[src/include/conv_regs.svh]
`ifndef CONV_REGS_SVH
`define CONV_REGS_SVH

`define CONV_REG_CTRL         8'h00
`define CONV_REG_SHIFT        8'h04
`define CONV_REG_STATUS       8'h08
`define CONV_REG_COEF_BASE    8'h40
`define CONV_REG_COEF(k)      (8'h40 + 8'((k) * 4))

`define CONV_CTRL_ENABLE_BIT  0
`define CONV_CTRL_RESTART_BIT 1

`define CONV_STATUS_DONE_BIT  0
`define CONV_STATUS_CNT_LSB   16
`define CONV_STATUS_CNT_MSB   31

`endif
[src/hw/conv_pkg.sv]
package conv_pkg;

  parameter int PIX_W      = 8;
  parameter int COEF_W     = 8;
  parameter int KSIZE      = 5;
  parameter int KTAPS      = KSIZE * KSIZE;
  parameter int ACC_W      = 24;
  parameter int SHIFT_W    = 4;
  parameter int REG_WORD_W = 6;

  // Pixel zero-extended to 9 bits times a signed coefficient.
  parameter int PROD_W = PIX_W + COEF_W + 1;

  typedef logic [PIX_W-1:0]         pix_t;
  typedef logic signed [COEF_W-1:0] coef_t;
  typedef logic signed [ACC_W-1:0]  acc_t;

  // Word index of each APB register, byte offset divided by four.
  typedef enum logic [REG_WORD_W-1:0] {
    REG_CTRL      = 6'd0,
    REG_SHIFT     = 6'd1,
    REG_STATUS    = 6'd2,
    REG_COEF_BASE = 6'd16
  } reg_addr_e;

endpackage

[src/hw/conv_ifs.sv]


interface window_if;
  conv_pkg::pix_t win [conv_pkg::KTAPS];  // Row-major, 0 is top-left.
  logic           valid;

  modport src (
    output win,
    output valid
  );

  modport dst (
    input win,
    input valid
  );
endinterface

[src/hw/conv_mac.sv]
`timescale 1ns/1ps

module conv_mac (
  input  logic                         clk,
  input  logic                         rst_n,
  input  conv_pkg::coef_t              coefs_i [conv_pkg::KTAPS],
  input  logic [conv_pkg::SHIFT_W-1:0] shift_i,
  window_if.dst                        win,
  output logic                         out_valid_o,
  output conv_pkg::pix_t               out_data_o,
  output logic                         out_fire_o
);

  localparam int PW      = conv_pkg::PROD_W;
  localparam int PIX_MAX = 2**conv_pkg::PIX_W - 1;

  logic signed [PW-1:0] prod_q [conv_pkg::KTAPS];
  logic                 prod_valid_q;
  conv_pkg::acc_t       sum;
  conv_pkg::acc_t       scaled;

  // Stage 1.
  always_ff @(posedge clk) begin
    if (win.valid) begin
      for (int k = 0; k < conv_pkg::KTAPS; k++) begin
        prod_q[k] <= $signed({1'b0, win.win[k]}) * coefs_i[k];
      end
    end
  end

  always_comb begin
    sum = '0;
    for (int k = 0; k < conv_pkg::KTAPS; k++) begin
      sum = sum + conv_pkg::acc_t'(prod_q[k]);
    end
    scaled = sum >>> shift_i;  // Arithmetic.
  end

  // Stage 2 clamps into the pixel range.
  always_ff @(posedge clk) begin
    if (prod_valid_q) begin
      if (scaled < 0) begin
        out_data_o <= '0;
      end else if (scaled > conv_pkg::acc_t'(PIX_MAX)) begin
        out_data_o <= '1;
      end else begin
        out_data_o <= scaled[conv_pkg::PIX_W-1:0];
      end
    end
  end

  always_ff @(posedge clk) begin
    if (!rst_n) begin
      prod_valid_q <= 1'b0;
      out_valid_o  <= 1'b0;
    end else begin
      prod_valid_q <= win.valid;
      out_valid_o  <= prod_valid_q;
    end
  end

  assign out_fire_o = out_valid_o;  // Status counter tick.

endmodule

[src/flat_wrapper.sv]
// flat-port wrapper written by rule: the top's interface ports become plain ports
module conv_mac_flat 
  (clk, rst_n, coefs_i, shift_i, out_valid_o, out_data_o, out_fire_o, win_win, win_valid);
  window_if win_i ();
  input  logic clk;
  input  logic rst_n;
  input  conv_pkg::coef_t coefs_i[conv_pkg::KTAPS];
  input  logic [conv_pkg::SHIFT_W-1:0] shift_i;
  output logic out_valid_o;
  output conv_pkg::pix_t out_data_o;
  output logic out_fire_o;
  input wire logic [$bits(win_i.win)-1:0] win_win;
  input wire logic [$bits(win_i.valid)-1:0] win_valid;
  assign win_i.win = {>>{win_win}};
  assign win_i.valid = win_valid;
  conv_mac u_core (.clk(clk), .rst_n(rst_n), .coefs_i(coefs_i), .shift_i(shift_i), .win(win_i), .out_valid_o(out_valid_o), .out_data_o(out_data_o), .out_fire_o(out_fire_o));
endmodule
[config.mk]
export PLATFORM = sky130hd
export DESIGN_NAME = conv_mac_flat
export DESIGN_NICKNAME = d
export VERILOG_FILES = /design/src/include/conv_regs.svh /design/src/hw/conv_pkg.sv /design/src/hw/conv_ifs.sv /design/src/hw/conv_mac.sv /design/src/flat_wrapper.sv
export SDC_FILE = /design/constraint.sdc
export NUM_CORES = 2
export LEC_CHECK = 0
export BUFFER_PORTS_ARGS = -buffer_cell sky130_fd_sc_hd__buf_2
export CAP_MARGIN = 20
export CORE_MARGIN = 2
export CORE_UTILIZATION = 45
export DETAILED_ROUTE_END_ITERATION = 16
export GPL_ROUTABILITY_DRIVEN = 0
export GPL_TIMING_DRIVEN = 0
export PLACE_DENSITY_LB_ADDON = 0.3
export SYNTH_ARGS = -nofsm -noshare
export SYNTH_HDL_FRONTEND = slang
export SYNTH_SLANG_ARGS = --single-unit
[constraint.sdc]
create_clock -name clk -period 11.21 [get_ports clk]
set_input_delay 1.121 -clock clk [delete_from_list [all_inputs] [get_ports clk]]
set_output_delay 1.121 -clock clk [all_outputs]
set_load 0.1 [all_outputs]
==> results.sh <==
export IMPL_cts_clk_slew_worst_paths_ns=0.06
export IMPL_detailroute_via_count=52828
export IMPL_antenna_found_initial=78
export IMPL_fin_crit_sh=0.9457
export IMPL_required_ns=11.57
export IMPL_min_path_cells=0
export IMPL_fmax_ghz=0.09433
export IMPL_place_area_um2=83330
export IMPL_synth_warnings=0
export IMPL_grt_pass1_vias=56846
export IMPL_hp_class="flip-flop to flip-flop"
export IMPL_cts_sinks=435
export IMPL_design_area_um2=85110
export IMPL_finalCriticalPeriod_ns=10.60
export IMPL_initial_utilization=0.4517
export IMPL_worstRegToRegCells=36
export IMPL_syn_cell_area_um2=78250
export IMPL_drtIter0Drc=2639
export IMPL_die_h_um=421.0
export IMPL_hold_viol=0
export IMPL_synth_nets=10671
export IMPL_io_buffers=415
export IMPL_core_region_area_um2=173200
export IMPL_cts_tree="yes"
export IMPL_critical_path_slowest_cell="fa_1"
export IMPL_ys_seq_area_frac=0.1667
export IMPL_synth_main_ff_cell="edfxtp_1"
export IMPL_worst_slew_margin_rel=0.4864
export IMPL_gr_usage_all_layers=0.2209
export IMPL_die_area_um2=177200
export IMPL_die_x_um=421.0
export IMPL_ys_async_sr_fraction=0
export IMPL_cp_max_fo=9
export IMPL_syn_to_final_growth_pct=8.759
export IMPL_ys_ff_latch=435
export IMPL_start_kind="flip-flop"
export IMPL_synth_area_leader_cell="fa_1"
export IMPL_synth_top_cells_by_area="fa_1 34%, ha_1 18%, edfxtp_1 17%"
export IMPL_grt_pass1_wl_um=307700
export IMPL_htreeDepth=2
export IMPL_rows=153
export IMPL_ios=417
export IMPL_slew_viol_final=0
export IMPL_finalSetupViolCount=0
export IMPL_route_detailed_wl_per_inst_um=17.86
export IMPL_drv_cap=0
export IMPL_firstDrtPassIters=6
export IMPL_antenna_left=0
export IMPL_cp_end_kind="flip-flop"
export IMPL_cts_hold_fix_buffers=0
export IMPL_drive_gt1_frac=0.06525
export IMPL_crit_type="flip-flop to flip-flop"
export IMPL_clkLatencyLatePin_ns=0.65
export IMPL_wl_um=190800
export IMPL_syn_mean_instance_area_um2=10.02
export IMPL_synth_edf_count=433
export IMPL_tightest_slew_ns=0.7650
export IMPL_cts_buffer_depth=3
export IMPL_root_buffer="clkbuf_16"
export IMPL_cpPeakStageDelay_ns=0.58
export IMPL_crit_arrival_ns=10.96
export IMPL_nets=11142
export IMPL_status="finished clean"
export IMPL_ys_types=81
export IMPL_post_cts_setup_buffer_count=0
export IMPL_synth_top_area_frac=0.3400
export IMPL_grt_max_degree=124
export IMPL_cts_buffers_inserted=51
export IMPL_ctsResizeCount=0
export IMPL_skew_ns=0.02744
export IMPL_postSynthCellCount=7809
export IMPL_rsz0062_at_grt="false"
export IMPL_overflow=0
export IMPL_place_hpwl_um=167300
export IMPL_path_common_cell="fa_1"
export IMPL_setup_tns_ns=0
export IMPL_drc=0
export IMPL_via_per_inst=4.946
[state kept, by name, indices dropped and copies added (netlist names)]
name and cells:
u_core.out_fire_o 1, u_core.prod_valid_q 1, u_core.prod_q 425, u_core.out_data_o 8
[critical path, delay by kind of cell (launching register included)]
kind	cells	cell delay (ns)
xor gates and xnor gates	2	0.43
adders and majority gates	12	5.20
and+or+nand+nor	5	1.05
AOI/OAI and AO/OA	14	2.93
DFF	1	0.44
buffers and inverters	3	0.28
[cells in the mapped netlist (3+ instances only)]
master and count:
xnor2_1 237, buf_6 7, o211ai_1 10, inv_1 1891
nand3_1 15, a21boi_0 76, nand2_1 674, xor2_1 43
o21bai_1 6, nand4_1 4, nor2_1 242, or3_1 5
mux4_2 3, buf_2 3, nor2b_1 29, ha_1 1126
mux2i_1 14, and3_1 7, o21ai_1 4, fa_1 1329
buf_4 5, and2_1 867, a21oi_2 8, a21oi_1 201
nand2b_1 214, mux2_2 3, a21o_1 52, nor3_1 7
a211oi_1 10, o21ai_0 195, clkbuf_1 4, edfxtp_1 433
a31oi_1 7, o21a_1 20
[layer usage]
metal,share of wire,wire (µm),global-route usage,up-vias
met2,0.52,98370,0.3982,1018
met1,0.40,76910,0.2735,26502
met5,0.0012,226,0,-
li1,-,-,-,24972
met3,0.044,8487,0.02680,300
met4,0.036,6785,0.07182,36
[metrics by stage]
stage | hold WS (ns) | util | std cells | setup slack, ns
floorplan | 0.5668 | - | 7809 | 1.682
global placement | 0.5954 | 0.4805 | 10549 | 0.7643
detailed placement | 0.6018 | 0.4810 | 10552 | 0.6266
CTS | 0.6166 | 0.4907 | 10647 | 0.5461
global route | 0.6564 | 0.4911 | 10676 | 0.08206
finish | 0.6123 | 0.4912 | 10682 | 0.6084
[worst paths after layout]
path / slack (ns) / startpoint / to
min reg2reg: 0.61 / u_core.prod_valid_q / u_core.out_data_o[6]
max: 0.61 / u_core.prod_q[0][35] / u_core.out_data_o[6]
min: 0.61 / u_core.prod_valid_q / u_core.out_data_o[6]
max reg2reg: 0.61 / u_core.prod_q[0][35] / u_core.out_data_o[6]
[area by class of cell]
type | instances | area, µm²
fillers | 16077 | 88140
multi-input cells | 5458 | 57940
flip-flops and latches | 435 | 13040
inverters | 1895 | 7113
well taps | 2325 | 2909
repair buffers | 418 | 2170
clock buffers | 58 | 1324
clock inverters | 37 | 364.1
plain buffers | 21 | 160.2
diodes | 35 | 87.58
[layout by cell type, fill, tap and decap left out, drive strengths merged, types with 3 or more instances in the layout]
cell,Yosys,routed
a31oi,7,7
xor2,44,44
mux4,3,3
buf,16,434
xnor2,237,237
nor3,7,7
bufinv,0,6
nand2b,214,214
a21oi,209,209
a2111oi,4,4
diode,0,35
ha,1126,1126
clkinvlp,0,3
a21o,53,53
o21a,20,20
nand4,4,4
o21bai,6,6
o211ai,12,12
and4,3,3
nand3,16,16
mux2i,14,14
mux2,3,3
fa,1329,1329
clkinv,2,27
or3,5,5
edfxtp,433,433
o21ai,199,199
clkbuf,4,62
a21boi,77,77
and3,8,8
nand2,676,676
and2,867,867
inv,1893,1896
nor2b,29,29
nor2,242,242
a211oi,11,11
[cell families after synthesis]
| logic type | after synthesis | synth area share |
|---|---|---|
| and+or+nand+nor | 2078 | 0.1368 |
| adders and majority gates | 2456 | 0.5202 |
| buffers and inverters | 1916 | 0.09295 |
| AOI/OAI and AO/OA | 623 | 0.04869 |
| muxes | 20 | 0.003086 |
| xor gates and xnor gates | 281 | 0.03155 |
| DFF | 435 | 0.1667 |
Power is not shown: default switching activity piles up to over one toggle a cycle in this logic, so the estimate is an artifact.
