<file path="config.mk">
export PLATFORM = sky130hd
export DESIGN_NAME = window_buffer_flat
export DESIGN_NICKNAME = d
export VERILOG_FILES = /design/src/include/conv_regs.svh /design/src/hw/conv_pkg.sv /design/src/hw/conv_ifs.sv /design/src/hw/window_buffer.sv /design/src/flat_wrapper.sv
export SDC_FILE = /design/constraint.sdc
export NUM_CORES = 1
export LEC_CHECK = 0
export BUFFER_PORTS_ARGS = -buffer_cell sky130_fd_sc_hd__buf_2
export CORE_UTILIZATION = 50
export CTS_BUF_LIST = sky130_fd_sc_hd__clkbuf_2 sky130_fd_sc_hd__clkbuf_4 sky130_fd_sc_hd__clkbuf_8
export DETAILED_ROUTE_END_ITERATION = 10
export PLACE_DENSITY_LB_ADDON = 0.2
export RECOVER_POWER = 25
export REMOVE_ABC_BUFFERS = 1
export SLEW_MARGIN = 0
export SYNTH_ARGS = -nofsm -noshare
export SYNTH_HDL_FRONTEND = slang
export SYNTH_SLANG_ARGS = --single-unit
</file>
<file path="constraint.sdc">
create_clock -name clk -period 2.35 [get_ports clk]
set_clock_uncertainty 0.05 [all_clocks]
set_input_delay 0.705 -clock clk [delete_from_list [all_inputs] [get_ports clk]]
set_output_delay 0.705 -clock clk [all_outputs]
set_load 0.005 [all_outputs]
</file>
<file path="src/include/conv_regs.svh">
`ifndef CONV_REGS_SVH
`define CONV_REGS_SVH

`define CONV_REG_CTRL         8'h00
`define CONV_REG_SHIFT        8'h04
`define CONV_REG_STATUS       8'h08
`define CONV_REG_COEF_BASE    8'h40
`define CONV_REG_COEF(k)      (8'h40 + 8'((k) * 4))

`define CONV_CTRL_ENABLE_BIT  0
`define CONV_CTRL_RESTART_BIT 1

`define CONV_STATUS_DONE_BIT  0
`define CONV_STATUS_CNT_LSB   16
`define CONV_STATUS_CNT_MSB   31

`endif
</file>
<file path="src/hw/conv_pkg.sv">
package conv_pkg;

  parameter int PIX_W      = 8;
  parameter int COEF_W     = 8;
  parameter int KSIZE      = 5;
  parameter int KTAPS      = KSIZE * KSIZE;
  parameter int ACC_W      = 24;
  parameter int SHIFT_W    = 4;
  parameter int REG_WORD_W = 6;

  // Pixel zero-extended to 9 bits times a signed coefficient.
  parameter int PROD_W = PIX_W + COEF_W + 1;

  typedef logic [PIX_W-1:0]         pix_t;
  typedef logic signed [COEF_W-1:0] coef_t;
  typedef logic signed [ACC_W-1:0]  acc_t;

  // Word index of each APB register, byte offset divided by four.
  typedef enum logic [REG_WORD_W-1:0] {
    REG_CTRL      = 6'd0,
    REG_SHIFT     = 6'd1,
    REG_STATUS    = 6'd2,
    REG_COEF_BASE = 6'd16
  } reg_addr_e;

endpackage

</file>
<file path="src/hw/conv_ifs.sv">
`timescale 1ns/1ps

interface row_tap_if;
  conv_pkg::pix_t taps [conv_pkg::KSIZE];  // Tap 0 is the oldest row.
  logic           valid;

  modport src (
    output taps,
    output valid
  );

  modport dst (
    input taps,
    input valid
  );
endinterface

interface window_if;
  conv_pkg::pix_t win [conv_pkg::KTAPS];  // Row-major, 0 is top-left.
  logic           valid;

  modport src (
    output win,
    output valid
  );

  modport dst (
    input win,
    input valid
  );
endinterface

</file>
<file path="src/hw/window_buffer.sv">
`timescale 1ns/1ps

module window_buffer #(
  parameter int COLS = 16,
  parameter int ROWS = 12
) (
  input  logic   clk,
  input  logic   rst_n,
  input  logic   restart_i,
  row_tap_if.dst rows,
  window_if.src  win,
  output logic   frame_last_o
);

  localparam int K  = conv_pkg::KSIZE;
  localparam int CW = $clog2(COLS);
  localparam int RW = $clog2(ROWS);

  conv_pkg::pix_t shift_q [K][K];  // Column K-1 is the newest.
  logic [CW-1:0]  col_q;
  logic [RW-1:0]  row_q;
  logic           col_last;
  logic           row_last;
  logic           full;

  assign col_last = (col_q == CW'(COLS - 1));
  assign row_last = (row_q == RW'(ROWS - 1));
  assign full     = (col_q >= CW'(K - 1)) && (row_q >= RW'(K - 1));

  always_ff @(posedge clk) begin
    if (!rst_n || restart_i) begin
      col_q        <= '0;
      row_q        <= '0;
      win.valid    <= 1'b0;
      frame_last_o <= 1'b0;
    end else begin
      win.valid    <= rows.valid & full;
      frame_last_o <= rows.valid & full & col_last & row_last;
      if (rows.valid) begin
        if (col_last) begin
          col_q <= '0;
          row_q <= row_last ? '0 : row_q + 1'b1;  // Ready for the next frame.
        end else begin
          col_q <= col_q + 1'b1;
        end
      end
    end
  end

  always_ff @(posedge clk) begin
    if (rows.valid) begin
      for (int r = 0; r < K; r++) begin
        for (int c = 0; c < K - 1; c++) begin
          shift_q[r][c] <= shift_q[r][c+1];
        end
        shift_q[r][K-1] <= rows.taps[r];
      end
    end
  end

  always_comb begin
    for (int r = 0; r < K; r++) begin
      for (int c = 0; c < K; c++) begin
        win.win[r*K+c] = shift_q[r][c];
      end
    end
  end

endmodule

</file>
<file path="src/flat_wrapper.sv">
// flat-port wrapper written by rule: the top's interface ports become plain ports
module window_buffer_flat 
#(
  parameter int COLS = 16,
  parameter int ROWS = 12
)
  (clk, rst_n, restart_i, frame_last_o, rows_taps, rows_valid, win_win, win_valid);
  row_tap_if rows_i ();
  window_if win_i ();
  input  logic clk;
  input  logic rst_n;
  input  logic restart_i;
  output logic frame_last_o;
  input wire logic [$bits(rows_i.taps)-1:0] rows_taps;
  input wire logic [$bits(rows_i.valid)-1:0] rows_valid;
  output wire logic [$bits(win_i.win)-1:0] win_win;
  output wire logic [$bits(win_i.valid)-1:0] win_valid;
  assign rows_i.taps = {>>{rows_taps}};
  assign rows_i.valid = rows_valid;
  assign win_win = {>>{win_i.win}};
  assign win_valid = win_i.valid;
  window_buffer #(.COLS(COLS), .ROWS(ROWS)) u_core (.clk(clk), .rst_n(rst_n), .restart_i(restart_i), .rows(rows_i), .win(win_i), .frame_last_o(frame_last_o));
endmodule
</file>
==> run_results.csv <==
group,metric,value,unit
status,status,"finished, final reports clean",
timing,finalSetupViolations,0,
synth,synth_top_area_share,93.1,%
routing,drc,0,
grt,grt-busiest-layer,"met2",
setup_path,cp.required,1.59,ns
grt,antenna_found_initial,1,
pwr,power.net_switching,1.52,mW
setup_path,worstPathArrival,1.05,ns
synth,ys_ff_latch,210,
grt,gr-total-overflow,0,
clock_network,cts_max_level,2,
placement,dp_worst_setup_slack,0.490,ns
setup_path,critPathMaxFanout,2,
grt,grt_use_total,16.6,%
floorplanning,initial_core_util,51.1,%
pwr,swShare,19.7,%
setup_path,path_depth,1,
setup_path,end_kind,"primary output",
synth,synthesis.area,6450,um^2
routing,drt_first_iter_violations,262,
clock_network,insertion_delay,0.48,ns
floorplanning,design.core.area,12600,um^2
routing,firstDrtPassIters,4,
routing,via_count,3351,
synth,syn_inst,247,
clock_network,cts_hold_buffers,0,
grt,first_global_vias,3187,
timing,hold_viol,0,
floorplanning,io_pins,246,
flow_run,cap_violations,0,
setup_path,r2r-end,"u_core.row_q[3]$_SDFFE_PP0P_",
clock_network,post_cts_resized,0,
setup_path,cp_num_buf_inv,1,
pwr,p_leak,3.45,nW
setup_path,endpoint,"win_win[92]",
clock_network,postCtsSetupRepairBufs,0,
setup_path,path_class,"reg -> out",
grt,grt_pass1_wl,16600,um
grt,gr-usage-met3,6.22,%
synth,synth_area_leaders,"edfxtp_1, dfxtp_1, ha_1",
pwr,seqPwrFrac,58.0,%
timing,min_period,1.81,ns
clock_network,numClockSinks,210,
timing,rsz0062_at_grt,"no",
layout,area_delta_synth_final,33.0,%
grt,grt_start_max_net_pins,86,
synth,async_flop_share,0,%
clock_network,cts_buffer_depth,3,
setup_path,path_cells,"buf_2",
synth,avgSynthCellArea,26.1,um^2
timing,min_period_over_period,76.9,%
setup_path,crit_path_start,"u_core.shift_q[2][12]$_DFFE_PP_",
pwr,comb_power_share,4.8,%
floorplanning,die_h,116,um
routing,post_drt_wl_per_cell,15.8,um
layout,fin_area,8580,um^2
clock_network,cts.clk_slew.worst_paths,0.05,ns
pwr,p_int,6.18,mW
setup_path,crit_slowest_cell,"edfxtp_1",
synth,synthFlopType,"edfxtp_1",
clock_network,numCtsBuffers,34,
routing,ant_nets,0,
routing,routed_wl,11500,um
setup_path,start_kind,"flip-flop",
synth,synth_commonest_cells,"edfxtp_1, dfxtp_1, nor2_1",
timing,slew-limit-headroom,71.5,%
floorplanning,row_count,41,
pwr,total_power,7.70,mW
synth,yosys_warnings,0,
clock_network,cts_tree,"built",
synth,synth-seq-area-share,96.3,%
synth,synth_edf_count,200,
synth,synth_cell_type_count,22,
routing,viasPerCell,4.63,
layout,final_net_count,578,
setup_path,r2r_cells,4,
grt,grt.met1_usage,19.7,%
layout,drive_above_1_share,54.7,%
setup_path,r2r-start,"u_core.col_q[0]$_SDFFE_PP0P_",
synth,netlist.top_cell.by_area,"edfxtp_1",
timing,fin_ws,0.543,ns
pwr,powerDensity,898,nW/um^2
placement,io_buffers,245,
floorplanning,die-area,13400,um^2
floorplanning,dieWidth,116,um
grt,gr-usage-met2,27.5,%
pwr,ir_drop,0.537,mV
synth,synth.most_common_cell,"edfxtp_1",
setup_path,cpPeakStageDelay,0.41,ns
setup_path,ff2ff_setup_slack,0.88,ns
setup_path,cp_top_family,"flip-flops",
timing,slew_violations,0,
placement,dp_hpwl,7960,um
timing,finalSetupTns,0,ns
pwr,p_clk_share,37.1,%
timing,max_freq,553,MHz
placement,dpl_cell_area,7950,um^2
placement,place.gp.congestion,0.733,
timing,worst_pin_slew,0.427,ns
clock_network,clockRootBuffer,"clkbuf_8",
hold_path,hp-class,"in -> reg",
## power by group through the flow
stage          combinational [mW]  sequential [mW]  clock, mW
3_3_place_gp                0.378             4.53          0
2_1_floorplan             0.00615             4.57          0
5_1_grt                     0.409             4.50       3.11
6_report                    0.371             4.47       2.86
4_1_cts                     0.379             4.47       2.96
3_5_place_dp                0.379             4.55          0
## area by class of cell
type	instances	area [um^2]
sequential	210	6210
clock buffer	50	607
tap	172	215
clock inverter	4	16.3
inverter	1	3.75
multi-input combinational	35	230
antenna	1	2.50
timing repair buffer	250	1300
fill	888	4040
## layout by cell type, fill, tap and decap left out, drive strengths merged, types with 2 or more instances in the layout
| cell | synthesis | layout |
|---|---|---|
| a21oi | 2 | 2 |
| buf | 1 | 248 |
| clkbuf | 0 | 52 |
| clkinv | 0 | 4 |
| dfxtp | 10 | 10 |
| edfxtp | 200 | 200 |
| ha | 2 | 2 |
| mux2i | 2 | 2 |
| nand2 | 4 | 4 |
| nand2b | 2 | 2 |
| nand3 | 2 | 2 |
| nand4 | 2 | 2 |
| nor2 | 6 | 6 |
| o21ai | 3 | 3 |
| or3 | 2 | 2 |
| xor2 | 2 | 2 |
## worst min path at each step
stage                                          startpoint                               to  cells after the start
final                                       rows_taps[22]   u_core.shift_q[2][6]$_DFFE_PP_                      1
after global routing                        rows_taps[22]   u_core.shift_q[2][6]$_DFFE_PP_                      1
after CTS                                   rows_taps[27]   u_core.shift_q[1][3]$_DFFE_PP_                      1
after detailed placement  u_core.shift_q[4][14]$_DFFE_PP_  u_core.shift_q[4][22]$_DFFE_PP_                      0
after global placement    u_core.shift_q[3][11]$_DFFE_PP_  u_core.shift_q[3][19]$_DFFE_PP_                      0
after floorplan            u_core.shift_q[0][2]$_DFFE_PP_  u_core.shift_q[0][10]$_DFFE_PP_                      0
## kinds of logic after synthesis
| group | count (synthesis) | share of synthesized area (%) |
|---|---|---|
| AOI/OAI and AO/OA | 6 | 0.485 |
| xor gates and xnor gates | 3 | 0.408 |
| adders and majority gates | 2 | 0.388 |
| buffers and inverters | 2 | 0.175 |
| DFF | 210 | 96.3 |
| muxes | 2 | 0.311 |
| and+or+nand+nor | 22 | 1.98 |
## through the flow
stage / hold WS (ns) / utilization (%) / cells
floorplan: 0.402 / - / 246
global placement: 0.374 / 63.0 / 668
detailed placement: 0.377 / 63.0 / 668
CTS: 0.318 / 68.0 / 722
global route: 0.314 / 67.9 / 722
finish: 0.349 / 68.0 / 723
## metal layers
metal | share of wire (%) | routed length, um
met5 | 0 | 0
met4 | 1.8 | 208
met3 | 9.9 | 1130
met2 | 51 | 5810
met1 | 38 | 4310
## worst register-to-register path, stage by stage (launching register included)
cell and delay (ns):
dfxtp_1 0.37, ha_1 0.24, nand4_4 0.18, or3_1 0.39, a31oi_1 0.16
## sequential cells by signal, indices dropped and copies added, names as in the netlist
| signal | cells |
|---|---|
| u_core.row_q | 4 |
| u_core.win.valid | 1 |
| u_core.shift_q | 200 |
| u_core.col_q | 4 |
| u_core.frame_last_o | 1 |
(Power assumes the default switching activity.)
