==> config.mk <==
export PLATFORM = sky130hd
export DESIGN_NAME = line_buffer_flat
export DESIGN_NICKNAME = d
export VERILOG_FILES = /design/src/include/conv_regs.svh /design/src/hw/conv_pkg.sv /design/src/hw/conv_ifs.sv /design/src/hw/line_buffer.sv /design/src/flat_wrapper.sv
export SDC_FILE = /design/constraint.sdc
export NUM_CORES = 1
export LEC_CHECK = 0
export BUFFER_PORTS_ARGS = -buffer_cell sky130_fd_sc_hd__buf_2
export CAP_MARGIN = 20
export CORE_UTILIZATION = 25
export CTS_CLUSTER_DIAMETER = 120
export DETAILED_ROUTE_END_ITERATION = 10
export PLACE_DENSITY = 0.41
export SLEW_MARGIN = 40
export SYNTH_ARGS = -nofsm -noshare
export SYNTH_HDL_FRONTEND = slang
export SYNTH_SLANG_ARGS = --single-unit
==> constraint.sdc <==
create_clock -name clk -period 6.9 [get_ports clk]
set_input_delay 0.345 -clock clk [delete_from_list [all_inputs] [get_ports clk]]
set_output_delay 0.345 -clock clk [all_outputs]
set_load 0.05 [all_outputs]
==> src/include/conv_regs.svh <==
`ifndef CONV_REGS_SVH
`define CONV_REGS_SVH

`define CONV_REG_CTRL         8'h00
`define CONV_REG_SHIFT        8'h04
`define CONV_REG_STATUS       8'h08
`define CONV_REG_COEF_BASE    8'h40
`define CONV_REG_COEF(k)      (8'h40 + 8'((k) * 4))

`define CONV_CTRL_ENABLE_BIT  0
`define CONV_CTRL_RESTART_BIT 1

`define CONV_STATUS_DONE_BIT  0
`define CONV_STATUS_CNT_LSB   16
`define CONV_STATUS_CNT_MSB   31

`endif
==> src/hw/conv_pkg.sv <==
package conv_pkg;

  parameter int PIX_W      = 8;
  parameter int COEF_W     = 8;
  parameter int KSIZE      = 5;
  parameter int KTAPS      = KSIZE * KSIZE;
  parameter int ACC_W      = 24;
  parameter int SHIFT_W    = 4;
  parameter int REG_WORD_W = 6;

  // Pixel zero-extended to 9 bits times a signed coefficient.
  parameter int PROD_W = PIX_W + COEF_W + 1;

  typedef logic [PIX_W-1:0]         pix_t;
  typedef logic signed [COEF_W-1:0] coef_t;
  typedef logic signed [ACC_W-1:0]  acc_t;

  // Word index of each APB register, byte offset divided by four.
  typedef enum logic [REG_WORD_W-1:0] {
    REG_CTRL      = 6'd0,
    REG_SHIFT     = 6'd1,
    REG_STATUS    = 6'd2,
    REG_COEF_BASE = 6'd16
  } reg_addr_e;

endpackage

==> src/hw/conv_ifs.sv <==
`timescale 1ns/1ps

interface row_tap_if;
  conv_pkg::pix_t taps [conv_pkg::KSIZE];  // Tap 0 is the oldest row.
  logic           valid;

  modport src (
    output taps,
    output valid
  );

  modport dst (
    input taps,
    input valid
  );
endinterface


==> src/hw/line_buffer.sv <==
`timescale 1ns/1ps

module line_buffer #(
  parameter int COLS = 16
) (
  input  logic           clk,
  input  logic           rst_n,
  input  logic           pix_valid_i,
  input  conv_pkg::pix_t pix_data_i,
  input  logic           restart_i,
  row_tap_if.src         rows
);

  localparam int NLINES = conv_pkg::KSIZE - 1;
  localparam int CW     = $clog2(COLS);
  localparam int LW     = $clog2(NLINES);

  conv_pkg::pix_t line_mem [NLINES][COLS];
  logic [CW-1:0]  col_q;
  logic [LW-1:0]  oldest_q;  // Line holding the row four above the current one.

  always_ff @(posedge clk) begin
    if (!rst_n || restart_i) begin
      col_q      <= '0;
      oldest_q   <= '0;
      rows.valid <= 1'b0;
    end else begin
      rows.valid <= pix_valid_i;
      if (pix_valid_i) begin
        if (col_q == CW'(COLS - 1)) begin
          col_q    <= '0;
          oldest_q <= oldest_q + 1'b1;  // Rotate the line store.
        end else begin
          col_q <= col_q + 1'b1;
        end
      end
    end
  end

  // Read the four stored rows and overwrite the oldest with the new pixel.
  always_ff @(posedge clk) begin
    if (pix_valid_i) begin
      for (int k = 0; k < NLINES; k++) begin
        rows.taps[k] <= line_mem[LW'(oldest_q + LW'(k))][col_q];
      end
      rows.taps[NLINES] <= pix_data_i;  // Newest row.
      line_mem[oldest_q][col_q] <= pix_data_i;
    end
  end

endmodule

==> src/flat_wrapper.sv <==
// flat-port wrapper written by rule: the top's interface ports become plain ports
module line_buffer_flat 
#(
  parameter int COLS = 16
)
  (clk, rst_n, pix_valid_i, pix_data_i, restart_i, rows_taps, rows_valid);
  row_tap_if rows_i ();
  input  logic clk;
  input  logic rst_n;
  input  logic pix_valid_i;
  input  conv_pkg::pix_t pix_data_i;
  input  logic restart_i;
  output wire logic [$bits(rows_i.taps)-1:0] rows_taps;
  output wire logic [$bits(rows_i.valid)-1:0] rows_valid;
  assign rows_taps = {>>{rows_i.taps}};
  assign rows_valid = rows_i.valid;
  line_buffer #(.COLS(COLS)) u_core (.clk(clk), .rst_n(rst_n), .pix_valid_i(pix_valid_i), .pix_data_i(pix_data_i), .restart_i(restart_i), .rows(rows_i));
endmodule
==> flow_metrics.tcl, run 1 <==
set metrics [dict create \
    syn_avg_cell_area_um2 18.8 \
    synthDistinctLibCells 46 \
    worst_slew_pin_slew_ns 0.890 \
    numCtsBuffers 71 \
    wl_per_cell_um 34.6 \
    dr_total_vias 19900 \
    synth_largest_area_cell "edfxtp_1" \
    cts_resized 0 \
    whs_path_depth 1 \
    synth_top_area_share_pct 51.3 \
    cts_max_level 3 \
    area_delta_synth_final_pct 14.4 \
    critPathMaxStageDelay_ns 0.79 \
    cts_tree "built" \
    cts_root_buf "clkbuf_16" \
    path_common_cell "a311oi_1" \
    clock.fmax_ghz 0.217 \
    status "completed" \
    grtUsageTotal_pct 18.1 \
    die_h_um 361 \
    start_util_pct 25.3 \
    hold_violations 0 \
    synthAdderAreaFrac_pct 0.310 \
    via_per_inst 5.74 \
    timing.hold.ws_ns 0.280 \
    clockBufferDepth 3 \
    skew_ns 0.0193 \
    yosysWarningCount 0 \
    synth_edf_count 552 \
    endpoint_kind "flop" \
    hp-start "pix_valid_i" \
    rr_endpoint "u_core.rows.taps[11]" \
    ys_top_cells_by_area "edfxtp_1, mux4_2, mux2i_1" \
    reg2regPathDepth 9 \
    place_ws_ns 2.50 \
    num-fill-cells 12500 \
    cp_top_family "compound AO/OA/AOI/OAI gates" \
    cts_post_setup_buffers_inserted 0 \
    maxCapViolations 0 \
    yosysSeqAreaShare_pct 51.9 \
    synth_mux_area_share_pct 39.2 \
    numClockSinks 561 \
    startpoint_type "flop" \
    most-common-layout-cells "edfxtp_1, mux4_2, mux2i_1" \
    crit_type "reg -> reg" \
    drive_gt1_share_pct 44.9 \
    finalSetupTns_ns 0 \
    first_iter_violations 2564 \
    p_per_area_nw_per_um2 211 \
    fp.dieW_um 361 \
    ir_drop_mv 0.142 \
    relSlewSlack_pct 40.7 \
    cts_hold_buf 0 \
    synth_top_family_by_area "multiplexers" \
    p_leak_nw 10.6 \
    worst_slack_ns 2.30 \
    synthesis.nets 1737 \
    fin_crit_sh_pct 66.7 \
    critPathCapture "u_core.rows.taps[11]" \
    path_depth 9 \
    rows 131 \
    drt_pass1_iterations 7 \
    die_area_um2 131000 \
    dp_cells 3334 \
    rsz0062_at_grt "no" \
    grt_pass1_wl_um 165000 \
    finalNonFillerCells 3461 \
    overflow 0 \
    synthArstFlopShare_pct 0 \
    synth_xor_area_share_pct 0.0814 \
    place_hpwl_um 77200 \
    r2r-start "u_core.oldest_q[1]" \
    ant_nets 0 \
    grt_max_degree 126 \
    crit_path_top_delay_cell "dfxtp_4" \
    startpoint "u_core.oldest_q[1]" \
    cp.required_ns 7.19 \
    slew_viol_final 0 \
    fin_crit_ns 4.60 \
    gp_congestion 0.861 \
    synthFlopType "edfxtp_1" \
    grt_pass1_vias 19800 \
    cp.buffers_inverters 3 \
    synth_compound_area_share_pct 2.68 \
    antenna_found_initial 5 \
    insertion_delay_ns 0.63 \
    setup_viol 0 \
    clkTransAtPathRegs_ns 0.06 \
    ios 53 \
    drc_errors 0 \
    netlist_area_um2 32300 \
    core_area_um2 128000 \
    r2r_slack_ns 2.30 \
    ys_seq_elements 561 \
    hold_path_class "in -> reg" \
    path_cells "inv_1 > ha_4 > buf_12 > buf_16 > mux4_2 > mux2i_1 > a311oi_1 > a311oi_1 > o211ai_1" \
    portBuffers 52 \
    wirelength_um 120000 \
    critPathMaxFanout 86 \
    syn_inst 1717 \
    crit_arrival_ns 4.89 \
    final_nets 1766 \
    synth-simple-area-share_pct 2.98 \
    mostFrequentLayoutCell "edfxtp_1" \
]
## worst min-delay path by stage
stage	end	slack (ns)
6_report	u_core.rows.taps[21]	0.28
4_1_cts	u_core.rows.taps[23]	0.22
3_3_place_gp	u_core.col_q[3]	0.70
5_1_grt	u_core.rows.taps[21]	0.25
2_1_floorplan	u_core.line_mem[0][0]	0.44
3_5_place_dp	u_core.col_q[3]	0.75
## cell type report
cell class,count,area (um2),area share (%)
antenna,1,2.50,0.00677
clock buffer,89,1910,5.16
clock inverter,36,354,0.958
inverter,8,40.0,0.108
multi-input combinational,982,14900,40.3
sequential,561,16800,45.4
tap,1662,2080,5.63
timing repair buffer,122,915,2.47
## kinds of logic (layout without fill, tap and decap cells)
kind of cell | after synthesis | count (layout)
fa+ha+maj | 8 | 8
simple gates | 229 | 229
compound gates | 122 | 122
buf+inv | 174 | 255
mux | 620 | 620
xor+xnor | 3 | 3
other cells | 0 | 1
flops | 561 | 561
## cells in the mapped netlist, drive strengths merged, types with 4 or more instances
cell / n
nand2: 87
ha: 8
edfxtp: 552
o21ai: 11
a31oi: 4
nor2: 84
a21oi: 18
mux4: 513
a22oi: 44
mux2: 17
dfxtp: 9
and2: 5
nand3: 36
a211oi: 7
mux2i: 90
a221oi: 4
clkbuf: 60
o211ai: 9
inv: 7
o22ai: 4
and3: 6
buf: 106
## where the power goes
group          internal, mW  switching, mW  total [mW]
Combinational        0.0903          0.236       0.326
Clock                  2.21           1.46        3.67
Sequential             3.76         0.0246        3.79
## through the flow
stage                     area [um2]  total power [mW]  util (%)
after detailed placement       34700              4.19      27.1
after floorplan                32300              4.01         -
after global placement         34400              4.18      26.9
final                          37000              7.79      28.9
after global routing           37000              8.00      28.9
after CTS                      36900              7.87      28.9
## sequential cells by signal (all words and copies together) (netlist names), named ones only
name	flops
u_core.oldest_q	2
u_core.rows.valid	1
u_core.col_q	4
u_core.rows.taps	40
u_core.line_mem	512
## routing by layer
metal	part of all wire, %	GRT usage (%)	routed length, um
met5	0.011	0	13
met4	3.0	5.27	3560
met1	44	26.0	53100
met2	45	27.2	53800
met3	7.8	3.97	9280
Note: power is estimated with default switching activity, not from simulation.
==> run 2: changes to the inputs <==
==> constraint.sdc (replaced) <==
create_clock -name clk -period 4.55 [get_ports clk]
set_input_delay 0.2275 -clock clk [delete_from_list [all_inputs] [get_ports clk]]
set_output_delay 0.2275 -clock clk [all_outputs]
set_load 0.05 [all_outputs]
==> flow_metrics.tcl, run 2 (synthesized netlist as in run 1, its figures left out) <==
set metrics [dict create \
    p_leak_nw 11.0 \
    drc_errors 0 \
    area_delta_synth_final_pct 15.7 \
    start_util_pct 25.3 \
    most-common-layout-cells "edfxtp_1, mux4_2, buf_4" \
    core_area_um2 128000 \
    cts_resized 0 \
    power_frac_seq_pct 47.3 \
    fin_crit_sh_pct 77.3 \
    wirelength_um 121000 \
    grt_max_degree 82 \
    cts_post_setup_buffers_inserted 0 \
    overflow 0 \
    timing.hold.ws_ns 0.103 \
    crit_arrival_ns 3.86 \
    clock.fmax_ghz 0.284 \
    worst_slack_ns 1.03 \
    hold_path_class "in -> reg" \
    via_per_inst 5.72 \
    cts_max_level 3 \
    rows 131 \
    reg.largest.list "u_core.line_mem (512), u_core.rows.taps (40), u_core.col_q (4)" \
    die_h_um 361 \
    setup_viol 0 \
    finalSetupTns_ns 0 \
    cp.required_ns 4.90 \
    cts_hold_buf 1 \
    pwr-share-comb_pct 4.1 \
    maxCapViolations 0 \
    place_ws_ns 0.993 \
    endpoint_kind "flop" \
    final_nets 1817 \
    skew_ns 0.0184 \
    grt_pass1_vias 19900 \
    crit_path_top_delay_cell "or4_1" \
    die_area_um2 131000 \
    power.switching_mw 2.71 \
    ir_drop_mv 0.223 \
    critPathMaxStageDelay_ns 0.64 \
    rsz0062_at_grt "no" \
    drt_pass1_iterations 7 \
    cts_tree "built" \
    fin_crit_ns 3.52 \
    drive_gt1_share_pct 45.2 \
    grtUsageTotal_pct 18.4 \
    power_frac_clock_pct 48.5 \
    path_common_cell "a211oi_1" \
    insertion_delay_ns 0.63 \
    relSlewSlack_pct 44.9 \
    worst_slew_pin_slew_ns 0.804 \
    ios 53 \
    diodes 0 \
    first_iter_violations 2797 \
    cp_top_family "compound AO/OA/AOI/OAI gates" \
    post_dp_cell_area_um2 34900 \
    largest-register "u_core.line_mem" \
    antenna_found_initial 6 \
    largest_register_ffs 512 \
    path_cells "buf_6 > mux4_2 > and2_1 > a211oi_1 > a211oi_1 > or4_1" \
    dr_total_vias 20100 \
    p_per_area_nw_per_um2 324 \
    clkTransAtPathRegs_ns 0.06 \
    critPathMaxFanout 65 \
    design_area_um2 37400 \
    fp.dieW_um 361 \
    gp_congestion 0.852 \
    hold_violations 0 \
    startpoint_type "flop" \
    cp.buffers_inverters 1 \
    num-fill-cells 12500 \
    internal_power_mw 9.41 \
    p_sw_share_pct 22.3 \
    crit_type "reg -> reg" \
    grt_pass1_wl_um 168000 \
    clockBufferDepth 3 \
    place_hpwl_um 78000 \
    mostFrequentLayoutCell "edfxtp_1" \
    wl_per_cell_um 34.4 \
    portBuffers 52 \
    slew_viol_final 0 \
    ant_nets 0 \
    numClockSinks 561 \
    numCtsBuffers 72 \
    status "completed" \
    power_mw 12.1 \
    cts_root_buf "clkbuf_16" \
]
[run 2: cell types whose count changed in the layout (fill, tap and decap cells not counted), moves of 3 or more]
cell        delta
nor2_4        -28
clkinv_1       -4
clkbuf_16      +4
inv_6          +4
buf_4         +43
nand2_1        +3
clkinvlp_4     +5
nor2_1        +26
nand2_2        -3
buf_12         +6
clkinv_2       -3
[run 2: worst paths after layout]
check,from,end,slack [ns],cells past startpoint
min reg2reg,u_core.col_q[3],u_core.col_q[3],0.76,2
max,u_core.oldest_q[0],u_core.rows.taps[27],1.03,6
min,pix_data_i[7],u_core.rows.taps[7],0.10,1
max reg2reg,u_core.oldest_q[0],u_core.rows.taps[27],1.03,6
[run 2: stage by stage]
stage               cells  utilization (%)
global placement     3381             27.2
detailed placement   3384             27.3
finish               3513             29.2
global route         3513             29.2
floorplan            1717                -
CTS                  3513             29.2
[run 2: cell type report]
type | instances | area (um2) | share of cell area, %
clock buffers | 91 | 2000 | 5.35
repair buffers | 172 | 1380 | 3.70
well taps | 1662 | 2080 | 5.57
clock inverters | 37 | 409 | 1.10
flip-flops and latches | 561 | 16800 | 44.9
multi-input cells | 982 | 14700 | 39.3
inverters | 8 | 37.5 | 0.100
[run 2: routing by layer]
layer / track usage [%] / up-vias / wire (um)
li1: - / 7733 / -
met1: 26.5 / 11000 / 52300
met2: 27.8 / 1160 / 54600
met3: 4.31 / 160 / 10800
met4: 4.53 / 8 / 2950
met5: 0 / - / 52
[run 2: power by group through the flow]
stage                     clock, mW  combinational (mW)  sequential [mW]
after global placement            0               0.500             5.84
after detailed placement          0               0.505             5.84
after global routing           6.22               0.529             5.74
final                          5.88               0.501             5.74
after CTS                      6.03               0.506             5.74
after floorplan                   0               0.179             5.90
[run 2: worst register-to-register path: cells and delay by family (launching register included)]
| family | cells | cell delay, ns |
|---|---|---|
| mux | 1 | 0.49 |
| compound gates | 2 | 0.92 |
| flops | 1 | 0.40 |
| simple gates | 2 | 0.85 |
| buf+inv | 1 | 0.59 |
